<file path="src/hw/rv_decode_pkg.sv">
// Shared RV32I decode constants and micro-op types, imported by every decode stage module
package rv_decode_pkg;

  ////////////////////////////////////////////////////////////////////////////
  // Widths
  ////////////////////////////////////////////////////////////////////////////
  localparam int XLEN       = 32;
  localparam int REG_ADDR_W = 5;
  localparam int OPCODE_W   = 7;

  ////////////////////////////////////////////////////////////////////////////
  // Opcodes and function codes
  ////////////////////////////////////////////////////////////////////////////
  localparam logic [OPCODE_W-1:0] OPCODE_LOAD    = 7'b0000011;
  localparam logic [OPCODE_W-1:0] OPCODE_MISCMEM = 7'b0001111; // FENCE family
  localparam logic [OPCODE_W-1:0] OPCODE_OPIMM   = 7'b0010011;
  localparam logic [OPCODE_W-1:0] OPCODE_AUIPC   = 7'b0010111;
  localparam logic [OPCODE_W-1:0] OPCODE_STORE   = 7'b0100011;
  localparam logic [OPCODE_W-1:0] OPCODE_OP      = 7'b0110011;
  localparam logic [OPCODE_W-1:0] OPCODE_LUI     = 7'b0110111;
  localparam logic [OPCODE_W-1:0] OPCODE_SYSTEM  = 7'b1110011;

  localparam logic [2:0] FUNCT3_SHIFT_L = 3'b001; // SLL(I)
  localparam logic [2:0] FUNCT3_SHIFT_R = 3'b101; // SRL(I) and SRA(I)

  // Whole-word SYSTEM encodings
  localparam logic [XLEN-1:0] ECALL_INSTR  = 32'h0000_0073;
  localparam logic [XLEN-1:0] EBREAK_INSTR = 32'h0010_0073;
  localparam logic [XLEN-1:0] WFI_INSTR    = 32'h1050_0073;

  ////////////////////////////////////////////////////////////////////////////
  // Control field types
  ////////////////////////////////////////////////////////////////////////////

  // ALU select is {instr[30], funct3} or {1'b0, funct3}
  typedef logic [3:0] alu_op_t;
  localparam alu_op_t ALU_OP_ADD = 4'b0000;

  // LSU control is {store, funct3}
  typedef logic [3:0] lsu_ctrl_t;

  typedef enum logic [2:0] {
    IMM_NONE,
    IMM_I,
    IMM_ISH,  // 5-bit shift amount
    IMM_S,
    IMM_U
  } imm_fmt_t;

  // Micro-op handed to ALU, register file and LSU
  typedef struct packed {
    logic [XLEN-1:0]       pc;
    alu_op_t               alu_op;
    logic [REG_ADDR_W-1:0] rs1;
    logic [REG_ADDR_W-1:0] rs2;
    logic [REG_ADDR_W-1:0] rd;
    logic                  use_rs1;
    logic                  use_rs2;
    logic                  use_imm;
    logic [XLEN-1:0]       imm;
    logic                  use_pc;     // Operand A is the PC
    logic                  wb;         // Register writeback
    logic                  lsu_valid;
    lsu_ctrl_t             lsu_ctrl;
  } uop_t;

  // Trap events for the control unit
  typedef struct packed {
    logic illegal;
    logic ecall;
    logic ebreak;
  } trap_t;

endpackage

</file>
<file path="src/hw/imm_gen.sv">
// Immediate generator: builds the sign-extended I, shift, S or U immediate of an instruction
`timescale 1ns/1ps

module imm_gen (
  input  logic [rv_decode_pkg::XLEN-1:0] instr_i,
  input  rv_decode_pkg::imm_fmt_t        fmt_i,
  output logic [rv_decode_pkg::XLEN-1:0] imm_o
);

  import rv_decode_pkg::*;

  logic sign;

  assign sign = instr_i[31]; // Sign bit sits at 31 for every format

  always_comb begin
    case (fmt_i)
      IMM_I: begin
        imm_o = {{(XLEN-12){sign}}, instr_i[31:20]};
      end
      IMM_ISH: begin
        // Shift amount only, never sign extended
        imm_o = {{(XLEN-5){1'b0}}, instr_i[24:20]};
      end
      IMM_S: begin
        imm_o = {{(XLEN-12){sign}}, instr_i[31:25], instr_i[11:7]};
      end
      IMM_U: begin
        imm_o = {instr_i[31:12], 12'b0};  // Upper 20 bits, low part zero
      end
      default: begin
        imm_o = '0;  // IMM_NONE
      end
    endcase
  end

endmodule

</file>
<file path="src/hw/instr_classifier.sv">
// Combinational RV32I decode of one instruction word into a micro-op and trap flags
`timescale 1ns/1ps

module instr_classifier (
  input  logic [rv_decode_pkg::XLEN-1:0] instr_i,
  input  logic [rv_decode_pkg::XLEN-1:0] pc_i,
  output rv_decode_pkg::uop_t            uop_o,
  output rv_decode_pkg::trap_t           trap_o
);

  import rv_decode_pkg::*;

  logic [OPCODE_W-1:0]   opcode;
  logic [REG_ADDR_W-1:0] rd;
  logic [REG_ADDR_W-1:0] rs1;
  logic [REG_ADDR_W-1:0] rs2;
  logic [2:0]            funct3;
  logic [6:0]            funct7;
  logic                  is_shift;
  imm_fmt_t              fmt;
  logic [XLEN-1:0]       imm;
  uop_t                  uop_c;   // Everything but the immediate

  // Instruction fields
  assign opcode   = instr_i[6:0];
  assign rd       = instr_i[11:7];
  assign funct3   = instr_i[14:12];
  assign rs1      = instr_i[19:15];
  assign rs2      = instr_i[24:20];
  assign funct7   = instr_i[31:25];
  assign is_shift = (funct3 == FUNCT3_SHIFT_L) || (funct3 == FUNCT3_SHIFT_R);

  imm_gen imm_gen_inst (
    .instr_i (instr_i),
    .fmt_i   (fmt),
    .imm_o   (imm)
  );

  ////////////////////////////////////////////////////////////////////////////
  // Per-opcode decode
  ////////////////////////////////////////////////////////////////////////////
  always_comb begin
    uop_c        = '0;
    uop_c.pc     = pc_i;
    uop_c.alu_op = ALU_OP_ADD;
    trap_o       = '0;
    fmt          = IMM_NONE;

    case (opcode)
      OPCODE_OP: begin
        uop_c.alu_op  = {instr_i[30], funct3};
        uop_c.rs1     = rs1;
        uop_c.rs2     = rs2;
        uop_c.use_rs1 = 1'b1;
        uop_c.use_rs2 = 1'b1;
        uop_c.rd      = rd;
        uop_c.wb      = 1'b1;
      end
      OPCODE_OPIMM: begin
        uop_c.rs1     = rs1;
        uop_c.use_rs1 = 1'b1;
        uop_c.use_imm = 1'b1;
        uop_c.rd      = rd;
        uop_c.wb      = 1'b1;
        if (!is_shift) begin
          fmt          = IMM_I;
          uop_c.alu_op = {1'b0, funct3};
        end else if (funct7 == 7'b0000000 || funct7 == 7'b0100000) begin
          fmt          = IMM_ISH;
          uop_c.alu_op = {instr_i[30], funct3};  // Bit 30 picks SRA
        end else begin
          trap_o.illegal = 1'b1;
        end
      end
      OPCODE_LUI, OPCODE_AUIPC: begin
        fmt           = IMM_U;
        uop_c.use_imm = 1'b1;
        uop_c.use_pc  = opcode[5] ? 1'b0 : 1'b1;  // Only AUIPC adds the PC
        uop_c.rd      = rd;
        uop_c.wb      = 1'b1;
      end
      OPCODE_LOAD: begin
        fmt             = IMM_I;
        uop_c.rs1       = rs1;
        uop_c.use_rs1   = 1'b1;
        uop_c.use_imm   = 1'b1;
        uop_c.rd        = rd;
        uop_c.wb        = 1'b1;
        uop_c.lsu_valid = 1'b1;
        uop_c.lsu_ctrl  = {opcode[5], funct3};
      end
      OPCODE_STORE: begin
        fmt             = IMM_S;
        uop_c.rs1       = rs1;
        uop_c.rs2       = rs2;
        uop_c.use_rs1   = 1'b1;
        uop_c.use_rs2   = 1'b1;
        uop_c.use_imm   = 1'b1;
        uop_c.lsu_valid = 1'b1;
        uop_c.lsu_ctrl  = {opcode[5], funct3};
      end
      OPCODE_MISCMEM: begin
        // Fences issue as an empty micro-op
      end
      OPCODE_SYSTEM: begin
        if (instr_i == ECALL_INSTR) begin
          trap_o.ecall = 1'b1;
        end else if (instr_i == EBREAK_INSTR) begin
          trap_o.ebreak = 1'b1;
        end else if (instr_i != WFI_INSTR) begin
          trap_o.illegal = 1'b1; // CSR ops and MRET included
        end
      end
      default: begin
        trap_o.illegal = 1'b1;
      end
    endcase
  end

  always_comb begin
    uop_o     = uop_c;
    uop_o.imm = imm;
  end

endmodule

</file>
<file path="src/hw/hazard_ctrl.sv">
// Read-after-write check against the last issued destination; drives ready and accept
`timescale 1ns/1ps

module hazard_ctrl (
  input  logic                 clk_i,
  input  logic                 rstn_i,
  input  logic                 instr_valid_i,
  input  rv_decode_pkg::uop_t  uop_i,
  input  rv_decode_pkg::trap_t trap_i,
  output logic                 ready_o,
  output logic                 accept_o
);

  import rv_decode_pkg::*;

  logic [REG_ADDR_W-1:0] last_rd;
  logic                  rs1_hit;
  logic                  rs2_hit;
  logic                  hazard;
  logic                  writes_rd;

  // x0 never matches since last_rd stays zero for it
  assign rs1_hit = uop_i.use_rs1 && (uop_i.rs1 == last_rd);
  assign rs2_hit = uop_i.use_rs2 && (uop_i.rs2 == last_rd);
  assign hazard  = instr_valid_i && (last_rd != '0) && (rs1_hit || rs2_hit);

  assign ready_o  = ~hazard;
  assign accept_o = instr_valid_i & ready_o;

  // Only an issued micro-op with a real destination arms the check
  assign writes_rd = accept_o && !(|trap_i) && uop_i.wb && (uop_i.rd != '0);

  ////////////////////////////////////////////////////////////////////////////
  // Last destination register
  ////////////////////////////////////////////////////////////////////////////
  always_ff @(posedge clk_i) begin
    if (!rstn_i) begin
      last_rd <= '0;
    end else if (writes_rd) begin
      last_rd <= uop_i.rd;
    end else begin
      last_rd <= '0;   // Bubble, idle, trap or store
    end
  end

endmodule

</file>
<file path="src/hw/pipe_reg.sv">
// One-cycle output register with a valid flag, shared by any packed payload type
`timescale 1ns/1ps

module pipe_reg #(
  parameter type T = logic
) (
  input  logic clk_i,
  input  logic rstn_i,
  input  logic valid_i,
  input  T     data_i,
  output logic valid_o,
  output T     data_o
);

  // Valid flag
  always_ff @(posedge clk_i) begin
    if (!rstn_i) begin
      valid_o <= 1'b0;
    end else begin
      valid_o <= valid_i;
    end
  end

  // Payload, holds its last value between beats
  always_ff @(posedge clk_i) begin
    if (valid_i) begin
      data_o <= data_i;
    end
  end

endmodule

</file>
<file path="src/hw/rv_decoder_top.sv">
// RV32I decode stage top: classify, hazard check and register micro-op or trap output
`timescale 1ns/1ps

module rv_decoder_top (
  input  logic                           clk_i,
  input  logic                           rstn_i,
  input  logic [rv_decode_pkg::XLEN-1:0] instr_i,
  input  logic [rv_decode_pkg::XLEN-1:0] pc_i,
  input  logic                           instr_valid_i,
  output logic                           ready_o,
  output logic                           uop_valid_o,
  output rv_decode_pkg::uop_t            uop_o,
  output logic                           trap_valid_o,
  output rv_decode_pkg::trap_t           trap_o
);

  import rv_decode_pkg::*;

  uop_t  uop;
  trap_t trap;
  logic  accept;
  logic  is_trap;

  instr_classifier instr_classifier_inst (
    .instr_i (instr_i),
    .pc_i    (pc_i),
    .uop_o   (uop),
    .trap_o  (trap)
  );

  hazard_ctrl hazard_ctrl_inst (
    .clk_i         (clk_i),
    .rstn_i        (rstn_i),
    .instr_valid_i (instr_valid_i),
    .uop_i         (uop),
    .trap_i        (trap),
    .ready_o       (ready_o),
    .accept_o      (accept)
  );

  assign is_trap = |trap;  // A trapping word issues no micro-op

  pipe_reg #(.T(uop_t)) uop_reg_inst (
    .clk_i   (clk_i),
    .rstn_i  (rstn_i),
    .valid_i (accept & ~is_trap),
    .data_i  (uop),
    .valid_o (uop_valid_o),
    .data_o  (uop_o)
  );

  pipe_reg #(.T(trap_t)) trap_reg_inst (
    .clk_i   (clk_i),
    .rstn_i  (rstn_i),
    .valid_i (accept & is_trap),
    .data_i  (trap),
    .valid_o (trap_valid_o),
    .data_o  (trap_o)
  );

endmodule

</file>
<file path="config.mk">
export PLATFORM = sky130hd
export DESIGN_NAME = rv_decoder_top
export DESIGN_NICKNAME = d
export VERILOG_FILES = /design/src/hw/rv_decode_pkg.sv /design/src/hw/imm_gen.sv /design/src/hw/instr_classifier.sv /design/src/hw/hazard_ctrl.sv /design/src/hw/pipe_reg.sv /design/src/hw/rv_decoder_top.sv
export SDC_FILE = /design/constraint.sdc
export NUM_CORES = 1
export LEC_CHECK = 0
export BUFFER_PORTS_ARGS = -buffer_cell sky130_fd_sc_hd__buf_2
export CAP_MARGIN = 5
export CORE_MARGIN = 2
export CORE_UTILIZATION = 48
export CTS_CLUSTER_DIAMETER = 60
export DETAILED_ROUTE_END_ITERATION = 8
export PLACE_DENSITY = 0.8
export SLEW_MARGIN = 20
export SYNTH_ARGS = -nofsm -noshare
export SYNTH_HDL_FRONTEND = slang
export SYNTH_SLANG_ARGS = --single-unit
</file>
<file path="constraint.sdc">
create_clock -name clk_i -period 8.4 [get_ports clk_i]
set_clock_uncertainty 0.05 [all_clocks]
set_input_delay 0.84 -clock clk_i [delete_from_list [all_inputs] [get_ports clk_i]]
set_output_delay 0.84 -clock clk_i [all_outputs]
set_load 0.01 [all_outputs]
</file>
# Yosys cells after proc, flatten, opt, wreduce, memory -nomap -nowiden
# Index checks and enable logic that the tools add are counted.
totals:
  register_bits: 103
  inputBits: 67
  out_inout_bits: 99
classes:
  n_eq_ne: 20
  mux: 26
  bitwise: 5
  n_reduce_logical: 23
ops:
  columns: ["op", "count"]
  rows:
  - ["$pmux 32 s4", 1]
  - ["$eq 32x21->1 const B", 1]
  - ["$eq 32x7->1 const B", 1]
  - ["$ne 32x29->1 const B", 1]
  - ["$eq 7x6->1 const B", 4]
  - ["$mux 5", 4]
  - ["$eq 7x5->1 const B", 2]
  - ["$mux 1", 13]
  - ["$pmux 3 s4", 1]
  - ["$eq 5x5->1", 2]
  - ["$reduce_bool 5->1", 2]
  - ["$reduce_or 5->1", 2]
  - ["$mux 4", 2]
  - ["$pmux 4 s2", 1]
  - ["$eq 7x2->1 const B", 1]
  - ["$eq 7x4->1 const B", 1]
  - ["$eq 7x7->1 const B", 1]
  - ["$logic_and 1x1->1", 7]
  - ["$logic_not 7->1", 1]
  - ["$eq 3x1->1 const B", 2]
  - ["$eq 3x2->1 const B", 2]
  - ["$eq 3x3->1 const B", 2]
  - ["$reduce_or 2->1", 3]
  - ["$reduce_or 6->1", 1]
  - ["10 further kinds", 16]

# Longest topological paths before layout
# Gate-level depths: netlist of the first run.
logic_depth:
  word_depth: 13
  mapped_depth: 6
  ltp_nobuf: 6

# Hierarchy
# From an unflattened synthesis of the first run, not the netlist that was laid out.
hier_totals:
  cells_unflattened: 297
  area_unflattened_um2: 4411.7
modules_own_cells:
  columns: ["module", "instances", "cells_each", "area_each_um2", "seq_area_each_um2"]
  rows:
  - ["pipe_reg (uop_reg_inst)", 1, 95, 2819.0, 2812.7]
  - ["instr_classifier", 1, 108, 743.2, 0.0]
  - ["imm_gen", 1, 50, 397.9, 0.0]
  - ["hazard_ctrl", 1, 37, 311.5, 100.1]
  - ["pipe_reg (trap_reg_inst)", 1, 5, 116.4, 110.1]
  - ["rv_decoder_top", 1, 2, 23.8, 0.0]

# Worst setup path after synthesis of the first run
# No wires, ideal clock.
synth_timing:
  kind: "input to register"
  from: "in instr_i[4] in the netlist's numbering"
  to: "reg uop_reg_inst.data_o[0] in the netlist's numbering, enable pin"
  arrival_time_ns: 5.669
  required_ns: 7.805
  path_slack_ns: 2.136
  cell_stages: 6
  path_buffers: 1
  path_cell_list: "buf_6 nand4b_4 nor3_1 nor3b_2 o211ai_2 nor2_1"
synth_between:
  elab_chain_len: 10
synth_lines:
  columns: ["item", "line_no", "source"]
  rows:
  - ["from (decl)", "rv_decoder_top.sv:7", "input logic [rv_decode_pkg::XLEN-1:0] instr_i,"]
  - ["$eq 7x6->1 (tied with other cells)", "instr_classifier.sv:49", "case (opcode)"]
  - ["$reduce_or 4->1 (no source line) / $reduce_or 2->1 (equally long branches)", null, null]
  - ["$mux 5", "instr_classifier.sv:49", null]
  - ["$eq 5x5->1, on equally long branches", "hazard_ctrl.sv:23, hazard_ctrl.sv:24", null]
  - ["$logic_and 1x1->1, on equally long branches", "hazard_ctrl.sv:23, hazard_ctrl.sv:24", null]
  - ["$logic_or 1x1->1", "hazard_ctrl.sv:25", "assign hazard = instr_valid_i && (last_rd != '0) && (rs1_hit || rs2_hit);"]
  - ["$logic_and 1x1->1", "hazard_ctrl.sv:25", null]
  - ["$not 1->1", "hazard_ctrl.sv:27", "assign ready_o = ~hazard;"]
  - ["$and 1x1->1", "hazard_ctrl.sv:28", "assign accept_o = instr_valid_i & ready_o;"]
  - ["$and 1x1->1 (*)", "rv_decoder_top.sv:46", ".valid_i (accept & ~is_trap),"]
  - ["via uop_reg_inst.valid_i", "pipe_reg.sv:9", "input logic valid_i,"]
  - ["to (signal assigned)", "pipe_reg.sv:27", "data_o <= data_i;"]
  - ["to (decl)", "pipe_reg.sv:12", "output T data_o"]
# Mark *: on every way through the listed nets, which the timed path passes. The rest lies on a longest branch.
# A chain may end at the register's enable or synchronous reset.

# Worst setup path after layout of the first run
layout_timing:
  from: "in instr_i[4] in the netlist's numbering"
  to: "reg uop_reg_inst.data_o[4] in the netlist's numbering, enable pin"
# Same word-level chain as after synthesis.

==> impl_metrics.csv, run 1 <==
group,metric,value,unit
clock_network,worstSkewPairLatency,370,ps
clock_network,clk_pin_slew,100,ps
routing,vias,2851,
setup_path,cpLargestDelayFamily,"simple AND/OR/NAND/NOR gates",
routing,drc,0,
logic_synthesis,synth_top_family_by_area,"simple AND/OR/NAND/NOR gates",
clock_network,cts_tree,"built",
final_layout,nets,493,
hold_path,hp-class,"primary input to register",
final_layout,layout_commonest_cell,"buf_2",
sta,finalSetupTns,0,ps
placed_design,globalplace.congestion,0.849,
power,vdd_ir_drop_max,0.0755,mV
final_layout,n_antenna_cell,0,
die,die_y,95.8,um
final_layout,regArea,3020,um^2
setup_path,r2r-start,"hazard_ctrl_inst.last_rd[0]",
routing,drtAntennaViolNets,0,
logic_synthesis,synth_seq_cells,103,
logic_synthesis,ys.flop_type,"edfxtp_1",
global_routing,grt_max_degree,68,
sta,worst_pin_slew,826,ps
global_routing,grt_first_pass_wirelength,14400,um
final_layout,multiInputGateArea,983,um^2
sta,finalSetupViolations,0,
setup_path,worst_setup_path_end_kind,"register",
final_layout,area_delta_synth_final,27.5,%
setup_path,critPathSlowestCell,"buf_4",
logic_synthesis,synthCells,255,
clock_network,cts.sinks,103,
clock_network,cts-hold-fix-buffers,0,
logic_synthesis,synth-compound-area-share,7.54,%
routing,drtIter0Drc,178,
logic_synthesis,synth-xor-area-share,2.38,%
logic_synthesis,synth_async_sr_flop_share,0,%
status,status,"finished, final reports clean",
routing,drt-pass1-iter-count,4,
logic_synthesis,yosysWarnings,0,
placed_design,dpl.hpwl,7270,um
placed_design,port_buffers,165,
logic_synthesis,syn_area_per_cell,15.9,um^2
die,die_area,9190,um^2
final_layout,layout_common_cells,"165 x buf_2, 96 x edfxtp_1, 20 x a21o_1, 20 x and2_1, 13 x nor2_1",
clock_network,cts_resized,0,
setup_path,rrSetupSlack,5510,ps
sta,max_freq,272,MHz
setup_path,r2r-end,"uop_reg_inst.data_o[4]",
final_layout,fillers,626,
clock_network,cts_root_buffer,"clkbuf_8",
global_routing,grt.overflow.total,0,
power,pwr_density_cell,178,nW/um^2
logic_synthesis,muxShareOfSynthArea,0,%
routing,wirelength,9940,um
clock_network,cts_setup_buffers,0,
clock_network,clock_path_buffers,2,
setup_path,cp-start-kind,"primary input",
setup_path,crit_required,8350,ps
placed_design,dp_slack,4370,ps
die,initial_utilization,49.3,%
setup_path,crit_buf_inv,2,
hold_path,holdCritStartpoint,"pc_i[30]",
final_layout,final-instance-count-excl-fill,536,
sta,hold_viol,0,
sta,max_slew_margin,44.9,%
logic_synthesis,synthSimpleGateAreaFrac,14.1,%
die,pin_count,166,
sta,worst_slack,4720,ps
setup_path,cp_data_arrival_time,3630,ps
die,die_w,95.8,um
routing,wl_per_cell,18.5,um
clock_network,h-tree-depth,3,
global_routing,antenna_found_initial,0,
flow_run,max_cap_viol_count,0,
setup_path,worstRegToRegCells,6,
sta,slew_violations,0,
setup_path,critPathMaxStageDelay,800,ps
hold_path,hold_end,"uop_reg_inst.data_o[91]",
setup_path,crit_fanout,67,
hold_path,holdPathStages,1,
clock_network,cts-buffers-inserted,9,
sta,layout_min_cycle_time,3680,ps
logic_synthesis,syn_area,4050,um^2
logic_synthesis,ys_types,43,
sta,hold_slack,587,ps
setup_path,path_class,"primary input to register",
logic_synthesis,yosys.area_share.adder,0,%
power,p_leak,2.01,nW
final_layout,drive_above_1_share,45.5,%
sta,rsz0062_at_grt,"false",
logic_synthesis,syn_nets,322,
sta,finalCritPeriodShare,43.8,%
global_routing,track_usage,21.6,%
logic_synthesis,synth_edf_count,96,
global_routing,grt_pass1_vias,2772,
logic_synthesis,yosysSeqAreaShare,74.7,%
die,coreArea,8220,um^2
die,fp-row-count,33,
routing,routed_via_density,5.32,
setup_path,crit_chain,"buf_2 -> nand4b_4 -> nor3_1 -> nor3b_2 -> o211ai_2 -> nor2_4 -> buf_4",
placed_design,dp.cells,520,
==> metal layers <==
| layer | track usage, % | part of all wire [%] |
|---|---|---|
| met2 | 35.7 | 49 |
| met5 | 0 | 0 |
| met1 | 26.5 | 39 |
| met3 | 6.81 | 11 |
| met4 | 8.10 | 1.2 |
==> final cells by class <==
| cell class | instances | area share, % |
|---|---|---|
| sequential | 103 | 58.5 |
| multi-input combinational | 142 | 19.0 |
| timing repair buffer | 167 | 16.3 |
| tap | 105 | 2.54 |
| clock buffer | 10 | 2.47 |
| clock inverter | 6 | 0.872 |
| inverter | 3 | 0.242 |
==> where the power goes <==
group	total, mW	internal [mW]	switching [mW]	leakage, nW
registers	0.572	0.569	0.00317	0.806
clock network	0.281	0.110	0.171	0.0846
logic	0.0642	0.0255	0.0387	1.12
total	0.917	0.704	0.213	2.01
==> registers in the layout, indices dropped and copies added, names as in the netlist <==
name,cells
hazard_ctrl_inst.last_rd,5
trap_reg_inst.data_o,3
trap_reg_inst.valid_o,1
uop_reg_inst.data_o,93
uop_reg_inst.valid_o,1
==> cells by family after synthesis <==
| group | after synthesis |
|---|---|
| compound gates | 39 |
| xor+xnor | 11 |
| flops | 103 |
| simple gates | 92 |
| buf+inv | 10 |
==> metrics by stage <==
step | area (um^2) | utilization (%) | total power [mW]
2_1_floorplan | 4050 | - | 0.609
3_3_place_gp | 4990 | 60.7 | 0.645
3_5_place_dp | 4990 | 60.7 | 0.647
4_1_cts | 5160 | 62.8 | 0.921
5_1_grt | 5160 | 62.8 | 0.950
6_report | 5160 | 62.8 | 0.917
==> cells in the mapped netlist, types with 2 or more instances <==
cell type / n / area (um^2)
nor4_1: 4 / 25.0
nor2b_1: 3 / 18.8
and2_1: 20 / 125
inv_1: 2 / 7.51
nor3b_1: 5 / 37.5
a22o_1: 5 / 43.8
and3_1: 8 / 50.1
nand2_1: 10 / 37.5
xor2_1: 10 / 87.6
nand3_1: 3 / 15.0
a21oi_1: 3 / 15.0
a21o_1: 20 / 150
dfxtp_1: 7 / 140
edfxtp_1: 96 / 2880
buf_2: 4 / 20.0
o21ai_0: 2 / 10.0
nor3b_2: 2 / 25.0
nor2_1: 14 / 52.6
nor3_1: 8 / 40.0
nand4_1: 6 / 37.5
==> worst max-delay path by stage <==
| stage | startpoint | endpoint | cells past startpoint |
|---|---|---|---|
| 6_report | instr_i[4] | uop_reg_inst.data_o[4] | 7 |
| 5_1_grt | instr_i[4] | uop_reg_inst.data_o[57] | 7 |
| 3_3_place_gp | instr_i[25] | uop_reg_inst.data_o[1] | 7 |
| 2_1_floorplan | instr_i[4] | uop_reg_inst.data_o[0] | 6 |
| 3_5_place_dp | instr_i[4] | uop_reg_inst.data_o[1] | 7 |
| 4_1_cts | instr_i[4] | uop_reg_inst.data_o[61] | 7 |
Power figures use the tool's default switching activity.
==> run 2, diff against run 1 <==
==> constraint.sdc (replaced) <==
create_clock -name clk_i -period 3.4 [get_ports clk_i]
set_clock_uncertainty 0.05 [all_clocks]
set_input_delay 0.34 -clock clk_i [delete_from_list [all_inputs] [get_ports clk_i]]
set_output_delay 0.34 -clock clk_i [all_outputs]
set_load 0.01 [all_outputs]
==> impl_metrics.csv, run 2 (synthesized netlist as in run 1, its figures left out) <==
group,metric,value,unit
status,status,"finished, final reports clean",
clock_network,worstSkewPairLatency,350,ps
clock_network,clock_path_buffers,2,
sta,hold_viol,0,
power,pwr_density_cell,456,nW/um^2
setup_path,critPathSlowestCell,"nor4_2",
sta,finalSetupViolations,0,
routing,drtAntennaViolNets,0,
sta,hold_slack,99.8,ps
sta,worst_slack,963,ps
hold_path,holdPathStages,1,
hold_path,hp-class,"primary input to register",
routing,vias,2909,
placed_design,globalplace.congestion,0.822,
setup_path,rrSetupSlack,1320,ps
final_layout,nets,494,
setup_path,crit_buf_inv,2,
die,initial_utilization,49.3,%
setup_path,startpoint,"instr_i[25]",
hold_path,holdCritStartpoint,"pc_i[16]",
die,pin_count,166,
die,fp-row-count,33,
placed_design,dp_slack,686,ps
clock_network,cts_resized,0,
die,die_w,95.8,um
final_layout,largest_reg_flops,93,
final_layout,layout_common_cells,"165 x buf_2, 96 x edfxtp_1, 20 x a21o_1, 20 x and2_1, 13 x nor2_1",
clock_network,cts.sinks,103,
global_routing,antenna_found_initial,0,
final_layout,final_core_utilization,63.5,%
die,coreArea,8220,um^2
global_routing,grt_first_pass_wirelength,14300,um
routing,routed_via_density,5.43,
sta,finalSetupTns,0,ps
setup_path,crit_fanout,28,
routing,wirelength,10100,um
placed_design,port_buffers,165,
setup_path,worst_setup_path_end_kind,"register",
die,die_area,9190,um^2
global_routing,grt_max_degree,59,
hold_path,hold_end,"uop_reg_inst.data_o[77]",
power,clkPwrFrac,33.8,%
routing,wl_per_cell,18.9,um
final_layout,area_delta_synth_final,28.9,%
clock_network,cts_tree,"built",
setup_path,worstRegToRegCells,6,
power,vdd_ir_drop_max,0.186,mV
power,switchingPower,497,uW
power,comb_power_share,6.8,%
clock_network,cts-buffers-inserted,9,
global_routing,grt.overflow.total,0,
power,seqPwrFrac,59.4,%
routing,drtIter0Drc,244,
setup_path,critPathMaxStageDelay,540,ps
power,p_int,1.88,mW
routing,drt-pass1-iter-count,6,
final_layout,drive_above_1_share,45.2,%
final_layout,largest_register,"uop_reg_inst.data_o",
clock_network,cts-hold-fix-buffers,0,
setup_path,crit_required,3380,ps
setup_path,r2r-start,"hazard_ctrl_inst.last_rd[0]",
placed_design,dpl.hpwl,7480,um
clock_network,h-tree-depth,3,
power,p_leak,2.04,nW
clock_network,cts_root_buffer,"clkbuf_8",
sta,slew_violations,0,
die,die_y,95.8,um
clock_network,clk_pin_slew,90,ps
sta,finalCritPeriodShare,71.7,%
global_routing,track_usage,21.3,%
flow_run,max_cap_viol_count,0,
setup_path,cpLargestDelayFamily,"simple AND/OR/NAND/NOR gates",
sta,max_freq,410,MHz
setup_path,path_class,"primary input to register",
final_layout,regArea,3020,um^2
routing,drc,0,
final_layout,layout_commonest_cell,"buf_2",
final_layout,multiInputGateArea,983,um^2
global_routing,grt_pass1_vias,2776,
setup_path,r2r-end,"uop_reg_inst.data_o[80]",
setup_path,cp-start-kind,"primary input",
final_layout,top_regs,"uop_reg_inst.data_o x93, hazard_ctrl_inst.last_rd x5, trap_reg_inst.data_o x3",
sta,rsz0062_at_grt,"false",
final_layout,n_antenna_cell,0,
sta,worst_pin_slew,793,ps
setup_path,crit_chain,"buf_2 -> nor4_2 -> a21boi_1 -> nor3b_2 -> o211ai_2 -> nor2_4 -> buf_4",
power,power.share.switching,20.9,%
setup_path,cp_data_arrival_time,2420,ps
clock_network,cts_setup_buffers,0,
power,p_total,2.38,mW
sta,max_slew_margin,46.5,%
sta,layout_min_cycle_time,2440,ps
final_layout,fillers,605,
run 2: worst max-delay path by stage:
stage	cells after the start	slack, ps	end
after floorplan	6	230	uop_reg_inst.data_o[0]
after global placement	7	770	uop_reg_inst.data_o[83]
after detailed placement	7	690	uop_reg_inst.data_o[83]
after CTS	7	1020	uop_reg_inst.data_o[63]
after global routing	7	850	uop_reg_inst.data_o[63]
final	7	960	uop_reg_inst.data_o[80]
run 2: power by group through the flow:
stage	Combinational, mW	Clock, mW	Sequential [mW]
2_1_floorplan	0.0450	0	1.46
3_3_place_gp	0.156	0	1.44
3_5_place_dp	0.160	0	1.44
4_1_cts	0.162	0.817	1.41
5_1_grt	0.175	0.870	1.41
6_report	0.162	0.805	1.41
run 2: routing by layer:
metal  track usage [%]  vias up  share of wire [%]
met5                 0        -                  0
met4              12.5        0                3.0
met3              5.87       28                 11
met2              34.1      181                 49
met1              25.9     1386                 37
li1                  -     1314                  -
run 2: layout make-up:
class | instances | share of cell area (%)
flip-flops and latches | 103 | 57.9
inverters | 3 | 0.240
well taps | 105 | 2.52
clock inverters | 5 | 1.56
multi-input cells | 142 | 18.8
repair buffers | 168 | 16.5
clock buffers | 10 | 2.44
run 2: metrics by stage:
step | cell area [um^2] | cells
floorplan | 4060 | 255
global placement | 5010 | 521
detailed placement | 5010 | 521
CTS | 5220 | 536
global route | 5220 | 536
finish | 5220 | 536
run 2: worst register-to-register path, cell delays in order (launching register included):
cell	delay, ps
dfxtp_1	350
nor3_1	210
nand2_1	140
nand4_1	150
nand3_1	150
nor2_4	290
buf_4	400
